--- config.mk ---
export PLATFORM = sky130hd
export DESIGN_NAME = rv_core
export DESIGN_NICKNAME = d
export VERILOG_FILES = /design/src/core_pkg.sv /design/src/rv_isa_pkg.sv /design/src/register_file.sv /design/src/exec_unit.sv /design/src/load_store_unit.sv /design/src/core_sequencer.sv /design/src/rv_core.sv
export SDC_FILE = /design/constraint.sdc
export NUM_CORES = 2
export LEC_CHECK = 0
export BUFFER_PORTS_ARGS = -buffer_cell sky130_fd_sc_hd__buf_2
export CORE_AREA = 2 2 380 382
export DETAILED_ROUTE_END_ITERATION = 10
export DIE_AREA = 0 0 382 384
export PLACE_DENSITY = 0.65
export REMOVE_ABC_BUFFERS = 1
export SYNTH_ARGS = -nofsm -noshare
export SYNTH_HDL_FRONTEND = slang
export SYNTH_SLANG_ARGS = --single-unit
--- constraint.sdc ---
create_clock -name clk_in -period 8.7 [get_ports clk_in]
set_clock_uncertainty 0.15 [all_clocks]
set_input_delay 1.74 -clock clk_in [delete_from_list [all_inputs] [get_ports clk_in]]
set_output_delay 1.74 -clock clk_in [all_outputs]
set_load 0.05 [all_outputs]
--- src/core_pkg.sv ---
package core_pkg;

    localparam int XLEN = 32;
    localparam int STRB_W = 4;
    localparam int REG_COUNT = 32;

    typedef logic [XLEN-1:0] word_t;
    typedef logic [STRB_W-1:0] wmask_t;
    typedef logic [4:0] reg_idx_t;

    localparam word_t RESET_PC = '0;

    // One-cycle command strobe towards memory
    typedef enum logic [1:0] {
        NONE  = 2'd0,
        LOAD  = 2'd1,
        STORE = 2'd2
    } bus_cmd_t;

    // Sequencer states, one-hot
    typedef enum logic [3:0] {
        FETCH      = 4'b0001,
        WAIT_FETCH = 4'b0010,
        EXECUTE    = 4'b0100,
        WAIT_MEM   = 4'b1000
    } seq_state_t;

endpackage

--- src/rv_isa_pkg.sv ---
package rv_isa_pkg;

    // Major opcodes of the supported RV32I subset
    typedef enum logic [6:0] {
        OPCODE_ARITH_R = 7'b0110011,
        OPCODE_ARITH_I = 7'b0010011,
        OPCODE_BRANCH  = 7'b1100011,
        OPCODE_JAL     = 7'b1101111,
        OPCODE_JALR    = 7'b1100111,
        OPCODE_LOAD    = 7'b0000011,
        OPCODE_STORE   = 7'b0100011,
        OPCODE_LUI     = 7'b0110111,
        OPCODE_AUIPC   = 7'b0010111
    } opcode_t;

    // Arithmetic operations
    localparam logic [2:0] FUNCT3_ADD_SUB = 3'b000;
    localparam logic [2:0] FUNCT3_SLL     = 3'b001;
    localparam logic [2:0] FUNCT3_SLT     = 3'b010;
    localparam logic [2:0] FUNCT3_SLTU    = 3'b011;
    localparam logic [2:0] FUNCT3_XOR     = 3'b100;
    localparam logic [2:0] FUNCT3_SRL_SRA = 3'b101;
    localparam logic [2:0] FUNCT3_OR      = 3'b110;
    localparam logic [2:0] FUNCT3_AND     = 3'b111;

    // Branch conditions
    localparam logic [2:0] FUNCT3_BEQ  = 3'b000;
    localparam logic [2:0] FUNCT3_BNE  = 3'b001;
    localparam logic [2:0] FUNCT3_BLT  = 3'b100;
    localparam logic [2:0] FUNCT3_BGE  = 3'b101;
    localparam logic [2:0] FUNCT3_BLTU = 3'b110;
    localparam logic [2:0] FUNCT3_BGEU = 3'b111;

    // Access size, bit 2 marks an unsigned load
    localparam logic [2:0] FUNCT3_BYTE = 3'b000;
    localparam logic [2:0] FUNCT3_HALF = 3'b001;
    localparam logic [2:0] FUNCT3_WORD = 3'b010;

    // SUB and arithmetic right shift
    localparam logic [6:0] FUNCT7_ALT = 7'b0100000;

    typedef struct packed {
        logic [6:0] funct7;
        logic [4:0] rs2;
        logic [4:0] rs1;
        logic [2:0] funct3;
        logic [4:0] rd;
        opcode_t    opcode;
    } r_fmt_t;

    typedef struct packed {
        logic [11:0] imm;
        logic [4:0]  rs1;
        logic [2:0]  funct3;
        logic [4:0]  rd;
        opcode_t     opcode;
    } i_fmt_t;

    typedef struct packed {
        logic [6:0] imm_11_5;
        logic [4:0] rs2;
        logic [4:0] rs1;
        logic [2:0] funct3;
        logic [4:0] imm_4_0;
        opcode_t    opcode;
    } s_fmt_t;

    typedef struct packed {
        logic       imm_12;
        logic [5:0] imm_10_5;
        logic [4:0] rs2;
        logic [4:0] rs1;
        logic [2:0] funct3;
        logic [3:0] imm_4_1;
        logic       imm_11;
        opcode_t    opcode;
    } b_fmt_t;

    typedef struct packed {
        logic [19:0] imm_31_12;
        logic [4:0]  rd;
        opcode_t     opcode;
    } u_fmt_t;

    typedef struct packed {
        logic       imm_20;
        logic [9:0] imm_10_1;
        logic       imm_11;
        logic [7:0] imm_19_12;
        logic [4:0] rd;
        opcode_t    opcode;
    } j_fmt_t;

    // One instruction word seen through each encoding
    typedef union packed {
        r_fmt_t r_fmt;
        i_fmt_t i_fmt;
        s_fmt_t s_fmt;
        b_fmt_t b_fmt;
        u_fmt_t u_fmt;
        j_fmt_t j_fmt;
    } instr_t;

    function automatic logic [31:0] imm_i(instr_t ins);
        return {{20{ins.i_fmt.imm[11]}}, ins.i_fmt.imm};
    endfunction

    function automatic logic [31:0] imm_s(instr_t ins);
        return {{20{ins.s_fmt.imm_11_5[6]}}, ins.s_fmt.imm_11_5, ins.s_fmt.imm_4_0};
    endfunction

    function automatic logic [31:0] imm_b(instr_t ins);
        return {{19{ins.b_fmt.imm_12}}, ins.b_fmt.imm_12, ins.b_fmt.imm_11,
                ins.b_fmt.imm_10_5, ins.b_fmt.imm_4_1, 1'b0};
    endfunction

    function automatic logic [31:0] imm_u(instr_t ins);
        return {ins.u_fmt.imm_31_12, 12'h000};
    endfunction

    function automatic logic [31:0] imm_j(instr_t ins);
        return {{11{ins.j_fmt.imm_20}}, ins.j_fmt.imm_20, ins.j_fmt.imm_19_12,
                ins.j_fmt.imm_11, ins.j_fmt.imm_10_1, 1'b0};
    endfunction

endpackage

--- src/register_file.sv ---
`timescale 1ns/1ps

module register_file
    import core_pkg::*;
(
    input  logic     clk_in,
    input  logic     reset_in,
    input  logic     read_en,
    input  reg_idx_t rs1_idx,
    input  reg_idx_t rs2_idx,
    input  reg_idx_t rd_idx,
    input  logic     write_en,
    input  word_t    write_data,
    output word_t    rs1_data,
    output word_t    rs2_data
);

    word_t regs [REG_COUNT];

    always_ff @(posedge clk_in) begin
        if (!reset_in) begin
            for (int i = 0; i < REG_COUNT; i++) begin
                regs[i] <= '0;
            end
        end else if (write_en && (rd_idx != '0)) begin
            // x0 never gets written and stays zero
            regs[rd_idx] <= write_data;
        end
    end

    // Operands are captured together with the instruction
    always_ff @(posedge clk_in) begin
        if (read_en) begin
            rs1_data <= regs[rs1_idx];
            rs2_data <= regs[rs2_idx];
        end
    end

endmodule

--- src/exec_unit.sv ---
`timescale 1ns/1ps

module exec_unit
    import core_pkg::*;
    import rv_isa_pkg::*;
(
    input  instr_t instr,
    input  word_t  pc,
    input  word_t  rs1_data,
    input  word_t  rs2_data,
    output word_t  exec_result,
    output word_t  pc_next
);

    opcode_t    opcode;
    logic       is_arith_reg;
    logic       is_arith_imm;
    logic       is_branch;
    logic       alt_op;
    word_t      op_b;
    word_t      sum;
    logic [XLEN:0] diff_ext;
    word_t      diff;
    logic       borrow;
    logic       zero;
    logic       ovf;
    logic       less;
    logic [4:0] shamt;
    word_t      alu_result;
    word_t      pc_plus4;
    logic       taken;

    assign opcode = instr.r_fmt.opcode;
    assign is_arith_reg = (opcode == OPCODE_ARITH_R);
    assign is_arith_imm = (opcode == OPCODE_ARITH_I);
    assign is_branch = (opcode == OPCODE_BRANCH);
    assign alt_op = (instr.r_fmt.funct7 == FUNCT7_ALT);

    // Register operand for R-type and branches, I immediate for the rest
    assign op_b = (is_arith_reg || is_branch) ? rs2_data : imm_i(instr);
    assign sum = rs1_data + op_b;

    // Subtractor with flags, shared by SUB, SLT(U) and branches
    assign diff_ext = {1'b0, rs1_data} - {1'b0, op_b};
    assign diff = diff_ext[XLEN-1:0];
    assign borrow = diff_ext[XLEN];
    assign zero = (diff == '0);
    assign ovf = (rs1_data[XLEN-1] != op_b[XLEN-1]) && (diff[XLEN-1] != rs1_data[XLEN-1]);
    assign less = diff[XLEN-1] ^ ovf;

    // Shift amount sits in the rs2 field for immediate shifts
    assign shamt = is_arith_imm ? instr.r_fmt.rs2 : rs2_data[4:0];

    always_comb begin
        case (instr.r_fmt.funct3)
            FUNCT3_ADD_SUB: alu_result = (is_arith_reg && alt_op) ? diff : sum;
            FUNCT3_SLL:     alu_result = rs1_data << shamt;
            FUNCT3_SLT:     alu_result = {{(XLEN-1){1'b0}}, less};
            FUNCT3_SLTU:    alu_result = {{(XLEN-1){1'b0}}, borrow};
            FUNCT3_XOR:     alu_result = rs1_data ^ op_b;
            FUNCT3_SRL_SRA: begin
                if (alt_op) begin
                    alu_result = $signed(rs1_data) >>> shamt;
                end else begin
                    alu_result = rs1_data >> shamt;
                end
            end
            FUNCT3_OR:      alu_result = rs1_data | op_b;
            default:        alu_result = rs1_data & op_b;
        endcase
    end

    always_comb begin
        case (instr.b_fmt.funct3)
            FUNCT3_BEQ:  taken = zero;
            FUNCT3_BNE:  taken = !zero;
            FUNCT3_BLT:  taken = less;
            FUNCT3_BGE:  taken = !less;
            FUNCT3_BLTU: taken = borrow;
            FUNCT3_BGEU: taken = !borrow;
            default:     taken = 1'b0;
        endcase
    end

    assign pc_plus4 = pc + word_t'(4);

    always_comb begin
        case (opcode)
            OPCODE_LUI:   exec_result = imm_u(instr);
            OPCODE_AUIPC: exec_result = pc + imm_u(instr);
            OPCODE_JAL,
            OPCODE_JALR:  exec_result = pc_plus4;
            default:      exec_result = alu_result;
        endcase
    end

    always_comb begin
        case (opcode)
            OPCODE_JAL:    pc_next = pc + imm_j(instr);
            // Target LSB is cleared as RV32I requires
            OPCODE_JALR:   pc_next = {sum[XLEN-1:1], 1'b0};
            OPCODE_BRANCH: pc_next = taken ? pc + imm_b(instr) : pc_plus4;
            default:       pc_next = pc_plus4;
        endcase
    end

endmodule

--- src/load_store_unit.sv ---
`timescale 1ns/1ps

module load_store_unit
    import core_pkg::*;
    import rv_isa_pkg::*;
(
    input  instr_t instr,
    input  word_t  rs1_data,
    input  word_t  rs2_data,
    input  word_t  mem_rdata,
    output word_t  mem_addr,
    output word_t  wdata,
    output wmask_t wmask,
    output word_t  load_result
);

    logic       is_store;
    word_t      eff_addr;
    logic [1:0] lane;
    logic [2:0] funct3;
    logic       sign_ext;
    word_t      shifted;

    assign is_store = (instr.s_fmt.opcode == OPCODE_STORE);
    assign funct3 = instr.i_fmt.funct3;
    assign sign_ext = !funct3[2];

    assign eff_addr = rs1_data + (is_store ? imm_s(instr) : imm_i(instr));

    // Bus is word addressed, low bits pick the byte lane
    assign mem_addr = {eff_addr[XLEN-1:2], 2'b00};
    assign lane = eff_addr[1:0];

    // Replicating the source puts it into every lane, the mask picks the right one
    always_comb begin
        wdata = rs2_data;
        wmask = '1;
        if (is_store) begin
            case (funct3[1:0])
                FUNCT3_BYTE[1:0]: begin
                    wdata = {STRB_W{rs2_data[7:0]}};
                    wmask = wmask_t'(1) << lane;
                end
                FUNCT3_HALF[1:0]: begin
                    wdata = {2{rs2_data[15:0]}};
                    wmask = lane[1] ? 4'b1100 : 4'b0011;
                end
                default: begin
                    wdata = rs2_data;
                    wmask = '1;
                end
            endcase
        end
    end

    // Move the addressed lane down to bit 0
    assign shifted = mem_rdata >> {lane, 3'b000};

    always_comb begin
        case (funct3[1:0])
            FUNCT3_BYTE[1:0]: begin
                load_result = {{(XLEN-8){sign_ext & shifted[7]}}, shifted[7:0]};
            end
            FUNCT3_HALF[1:0]: begin
                load_result = {{(XLEN-16){sign_ext & shifted[15]}}, shifted[15:0]};
            end
            FUNCT3_WORD[1:0]: begin
                load_result = mem_rdata;
            end
            default: begin
                load_result = mem_rdata;
            end
        endcase
    end

endmodule

--- src/core_sequencer.sv ---
`timescale 1ns/1ps

module core_sequencer
    import core_pkg::*;
    import rv_isa_pkg::*;
(
    input  logic     clk_in,
    input  logic     reset_in,
    input  logic     mem_busy,
    input  word_t    mem_rdata,
    input  word_t    exec_result,
    input  word_t    pc_next,
    input  word_t    lsu_addr,
    input  word_t    load_result,
    output instr_t   instr,
    output word_t    pc,
    output bus_cmd_t mem_cmd,
    output word_t    mem_addr,
    output logic     reg_read_en,
    output logic     reg_write_en,
    output word_t    write_data
);

    seq_state_t state;
    opcode_t    opcode;
    logic       is_load;
    logic       is_store;
    logic       is_branch;
    logic       fetch_done;
    logic       mem_done;

    assign opcode = instr.r_fmt.opcode;
    assign is_load = (opcode == OPCODE_LOAD);
    assign is_store = (opcode == OPCODE_STORE);
    assign is_branch = (opcode == OPCODE_BRANCH);

    assign fetch_done = (state == WAIT_FETCH) && !mem_busy;
    assign mem_done = (state == WAIT_MEM) && !mem_busy;

    always_ff @(posedge clk_in) begin
        if (!reset_in) begin
            state <= FETCH;
            pc <= RESET_PC;
        end else begin
            case (state)
                FETCH: state <= WAIT_FETCH;
                WAIT_FETCH: begin
                    if (!mem_busy) begin
                        state <= EXECUTE;
                    end
                end
                EXECUTE: begin
                    pc <= pc_next;
                    state <= (is_load || is_store) ? WAIT_MEM : FETCH;
                end
                WAIT_MEM: begin
                    if (!mem_busy) begin
                        state <= FETCH;
                    end
                end
                default: state <= FETCH;
            endcase
        end
    end

    // Instruction register, loaded when the fetch completes
    always_ff @(posedge clk_in) begin
        if (fetch_done) begin
            instr <= mem_rdata;
        end
    end

    assign reg_read_en = fetch_done;

    // Commands only leave in FETCH and EXECUTE
    always_comb begin
        case (state)
            FETCH:   mem_cmd = LOAD;
            EXECUTE: mem_cmd = is_load ? LOAD : (is_store ? STORE : NONE);
            default: mem_cmd = NONE;
        endcase
    end

    assign mem_addr = (state == FETCH) ? pc : lsu_addr;

    // Loads write when their data arrives, stores and branches never write
    assign reg_write_en = ((state == EXECUTE) && !is_load && !is_store && !is_branch)
                        || (mem_done && is_load);
    assign write_data = (state == WAIT_MEM) ? load_result : exec_result;

endmodule

--- src/rv_core.sv ---
`timescale 1ns/1ps

module rv_core
    import core_pkg::*;
    import rv_isa_pkg::*;
(
    input  logic     clk_in,
    input  logic     reset_in,
    input  word_t    mem_rdata,
    input  logic     mem_busy,
    output bus_cmd_t mem_cmd,
    output word_t    mem_addr,
    output word_t    mem_wdata,
    output wmask_t   mem_wmask
);

    instr_t instr;
    instr_t fetch_word;
    word_t  pc;
    word_t  rs1_data;
    word_t  rs2_data;
    word_t  exec_result;
    word_t  pc_next;
    word_t  lsu_addr;
    word_t  load_result;
    word_t  write_data;
    logic   reg_read_en;
    logic   reg_write_en;

    // Source indices come straight off the bus while the instruction is latched
    assign fetch_word = mem_rdata;

    core_sequencer u_seq (
        .clk_in       (clk_in),
        .reset_in     (reset_in),
        .mem_busy     (mem_busy),
        .mem_rdata    (mem_rdata),
        .exec_result  (exec_result),
        .pc_next      (pc_next),
        .lsu_addr     (lsu_addr),
        .load_result  (load_result),
        .instr        (instr),
        .pc           (pc),
        .mem_cmd      (mem_cmd),
        .mem_addr     (mem_addr),
        .reg_read_en  (reg_read_en),
        .reg_write_en (reg_write_en),
        .write_data   (write_data)
    );

    register_file u_regs (
        .clk_in     (clk_in),
        .reset_in   (reset_in),
        .read_en    (reg_read_en),
        .rs1_idx    (fetch_word.r_fmt.rs1),
        .rs2_idx    (fetch_word.r_fmt.rs2),
        .rd_idx     (instr.r_fmt.rd),
        .write_en   (reg_write_en),
        .write_data (write_data),
        .rs1_data   (rs1_data),
        .rs2_data   (rs2_data)
    );

    exec_unit u_exec (
        .instr       (instr),
        .pc          (pc),
        .rs1_data    (rs1_data),
        .rs2_data    (rs2_data),
        .exec_result (exec_result),
        .pc_next     (pc_next)
    );

    load_store_unit u_lsu (
        .instr       (instr),
        .rs1_data    (rs1_data),
        .rs2_data    (rs2_data),
        .mem_rdata   (mem_rdata),
        .mem_addr    (lsu_addr),
        .wdata       (mem_wdata),
        .wmask       (mem_wmask),
        .load_result (load_result)
    );

endmodule

==> impl_metrics.ini <==
[outcome]
outcome = complete, no violations

[placed_design]
hpwl_um = 206300
routabilityCongestion = 1.056
dp_cells = 7859
port_buffers = 103

[timing]
slew_headroom = 0.1132
period_share = 0.9482
tightest_slew_ns = 1.314
drv_slew = 0
rsz0062_at_grt = no
setup_tns_ns = 0
max_freq_mhz = 121.2
setup_violations = 0
hold_violations = 0
whs_ns = 0.5307
fin_crit_ns = 8.249

[worst_setup_path]
cp-end-kind = register
max_stage_delay_ns = 0.60
cp_common_cell = o21bai_1
crit_required_ns = 9.24
worstSetupStartpointType = register
critPathLaunch = u_seq.instr[2]
crit_slowest_cell = fa_1
reg2reg_depth = 30
timing.rr.end = u_seq.pc[24]
r2r_start = u_seq.instr[2]
path_max_fanout = 33
path_class = reg2reg
rrSetupSlack_ns = 0.45
critPathCapture = u_seq.pc[24]
cp.arrival_ns = 8.79

[clocking]
htree_num_levels = 3
cts-root-buf = clkbuf_16
cts_tree = yes
cts_setup_buffers = 0
clkSinkCount = 1155
numCtsBuffers = 120
clk_pin_slew_worst_paths_ns = 0.07
cts_buffer_depth = 3
worstSkewPairLatency_ns = 0.78

[die]
core_um2 = 142800
fp-row-count = 139
dieWidth_um = 382
start_util = 0.5170
die_h_um = 384
die_area_um2 = 146700
ios = 105

[layout]
finalNonFillerCells = 8094
area_delta_synth_final_pct = 9.796
drive_gt1_frac = 0.2314
utilization = 0.5676
fin_nets = 6303

[grt]
grtUsageTotal = 0.4267
overflow = 0
antenna_found_initial = 15
grt_first_pass_wirelength_um = 436400
grt_pass1_vias = 56770
grt_max_degree = 113

[logic_synthesis]
ys_ff_latch = 1155
avgSynthCellArea_um2 = 11.96
synth_enable_flop_cells = 1120
syn-instance-count = 6171
yosysSeqAreaShare = 0.4651
synth_warnings = 0
ys_types = 91
synth_area_um2 = 73820
ys.flop_type = edfxtp_1
async_reset_ff_frac = 0

[detailed_routing]
drt_pass1_iterations = 8
vias = 58780
ant_nets = 0
wl_um = 315600
drtIter0Drc = 10620
wl_per_cell_um = 38.99
avgViaCountPerCell = 7.262
drcViolationCount = 0

[power_and_ir_drop]
p_leak_nw = 28.86
vdd.ir_drop.worst_mv = 0.1838
powerDensity_nw_per_um2 = 172.8

[flow_run]
maxCapViolations = 0

[min_path]
hp-class = reg2reg
## per-stage QoR
step	total power, W	cell area (um2)	setup WS [ns]
2_1_floorplan	0.007676	71670	-0.5147
3_3_place_gp	0.008677	76990	0.8085
3_5_place_dp	0.008693	76990	0.5811
4_1_cts	0.01394	81020	0.3747
5_1_grt	0.01428	81030	0.007703
6_report	0.01401	81050	0.4509
## routing by layer
metal | track usage | wire length [um]
met1 | 0.5419 | 107000
met5 | 0.004873 | 478
met3 | 0.1027 | 40510
met4 | 0.3049 | 27920
met2 | 0.6449 | 139700
## where the power goes
group / switching, W / leakage (nW) / total [W] / internal (W)
clock: 0.00232 / 1.97 / 0.00534 / 0.00302
combinational: 0.00147 / 15.2 / 0.00225 / 0.000780
sequential: 0.000122 / 11.7 / 0.00641 / 0.00629
total: 0.00392 / 28.9 / 0.0140 / 0.0101
## worst max-delay path, delay by kind of cell, from the launching register on
family / cells / cell delay [ns]
mux: 1 / 0.37
buf+inv: 3 / 0.59
flops: 1 / 0.39
fa+ha+maj: 2 / 0.91
simple gates: 12 / 2.90
compound gates: 12 / 2.81
## cells in the mapped netlist (all sizes together), types with 13 or more instances
| cell type | count | share of area |
|---|---|---|
| nor2b | 35 | 0.0030 |
| o31ai | 19 | 0.0019 |
| xnor2 | 116 | 0.014 |
| edfxtp | 1120 | 0.46 |
| nand3 | 80 | 0.0055 |
| o211ai | 57 | 0.0059 |
| a221oi | 31 | 0.0037 |
| inv | 131 | 0.0067 |
| or3 | 29 | 0.0025 |
| ha | 183 | 0.031 |
| a21oi | 299 | 0.020 |
| nor2 | 1177 | 0.060 |
| nand4 | 22 | 0.0019 |
| o22ai | 13 | 0.0011 |
| dfxtp | 35 | 0.0095 |
| nand2b | 37 | 0.0031 |
| o21bai | 34 | 0.0035 |
| o21ai | 280 | 0.019 |
| nor3 | 130 | 0.0088 |
| a22o | 25 | 0.0030 |
| mux2i | 121 | 0.016 |
| a211oi | 50 | 0.0053 |
| and2 | 13 | 0.0011 |
| clkbuf | 459 | 0.023 |
| mux2 | 102 | 0.016 |
| mux4 | 673 | 0.21 |
| buf | 117 | 0.0074 |
| a21o | 69 | 0.0070 |
| o21a | 19 | 0.0019 |
| and3 | 23 | 0.0019 |
| xor2 | 65 | 0.0077 |
| o221ai | 34 | 0.0040 |
| nand2 | 354 | 0.018 |
| a31oi | 28 | 0.0024 |
| nor4 | 15 | 0.0015 |
## how the worst min path moves through the flow
stage | slack (ns) | to | from | depth (start not counted)
after CTS | 0.51 | u_seq.pc[13] | u_seq.pc[13] | 2
after floorplan | 0.42 | u_seq.pc[13] | u_seq.pc[13] | 2
after detailed placement | 0.50 | u_seq.pc[13] | u_seq.pc[13] | 2
after global routing | 0.55 | u_seq.pc[13] | u_seq.pc[13] | 2
final | 0.53 | u_seq.pc[13] | u_seq.pc[13] | 2
after global placement | 0.50 | u_seq.pc[29] | u_seq.pc[29] | 2
## final cells by class
| class | count | area, um2 |
|---|---|---|
| inverters | 134 | 503.0 |
| clock inverters | 87 | 909.6 |
| repair buffers | 329 | 2420 |
| fillers | 11680 | 61740 |
| diodes | 8 | 20.02 |
| multi-input cells | 4338 | 37360 |
| well taps | 1903 | 2381 |
| flip-flops and latches | 1155 | 34330 |
| clock buffers | 140 | 3120 |
## state kept, by name, indices dropped and copies added (netlist names)
register	cells
u_seq.pc	31
u_seq.instr	32
u_seq.state	4
u_regs.rs2_data	32
u_regs.regs	1024
u_regs.rs1_data	32
## timing repair
item,4_1_cts,5_1_grt
endpoints found under the hold margin,0,0
gates resized for setup,0,1
hold buffers,0,0
setup endpoints to repair,0,3
## cells in the final DEF, fill, tap and decap left out, types with 34 or more instances in the layout
cell type,synthesis,layout
nor2_1,1176,1174
a211oi_1,48,48
nand2_2,0,58
ha_1,183,183
nor2b_1,35,34
nor3_1,130,125
mux4_2,673,673
mux2i_1,121,117
buf_2,23,95
xnor2_1,116,116
xor2_1,65,65
nand3_1,79,78
inv_1,131,130
nand2b_1,37,37
o21ai_0,280,270
edfxtp_1,1120,1120
buf_4,10,216
a21o_1,69,69
mux2_2,102,102
clkbuf_16,0,122
o211ai_1,56,56
dfxtp_1,35,35
nand2_1,354,292
a21oi_1,298,290
o21bai_1,34,34
## cells by family (layout without fill, tap and decap cells)
family | count (synthesis) | in the layout | synth area share
simple gates | 1969 | 1969 | 0.1131
flops | 1155 | 1155 | 0.4651
compound gates | 1069 | 1069 | 0.09248
mux | 896 | 896 | 0.2373
buf+inv | 710 | 690 | 0.03751
fa+ha+maj | 190 | 190 | 0.03292
xor+xnor | 181 | 181 | 0.02148
other cells | 1 | 41 | 0.00005080
Note: power is estimated with default switching activity, not from simulation.
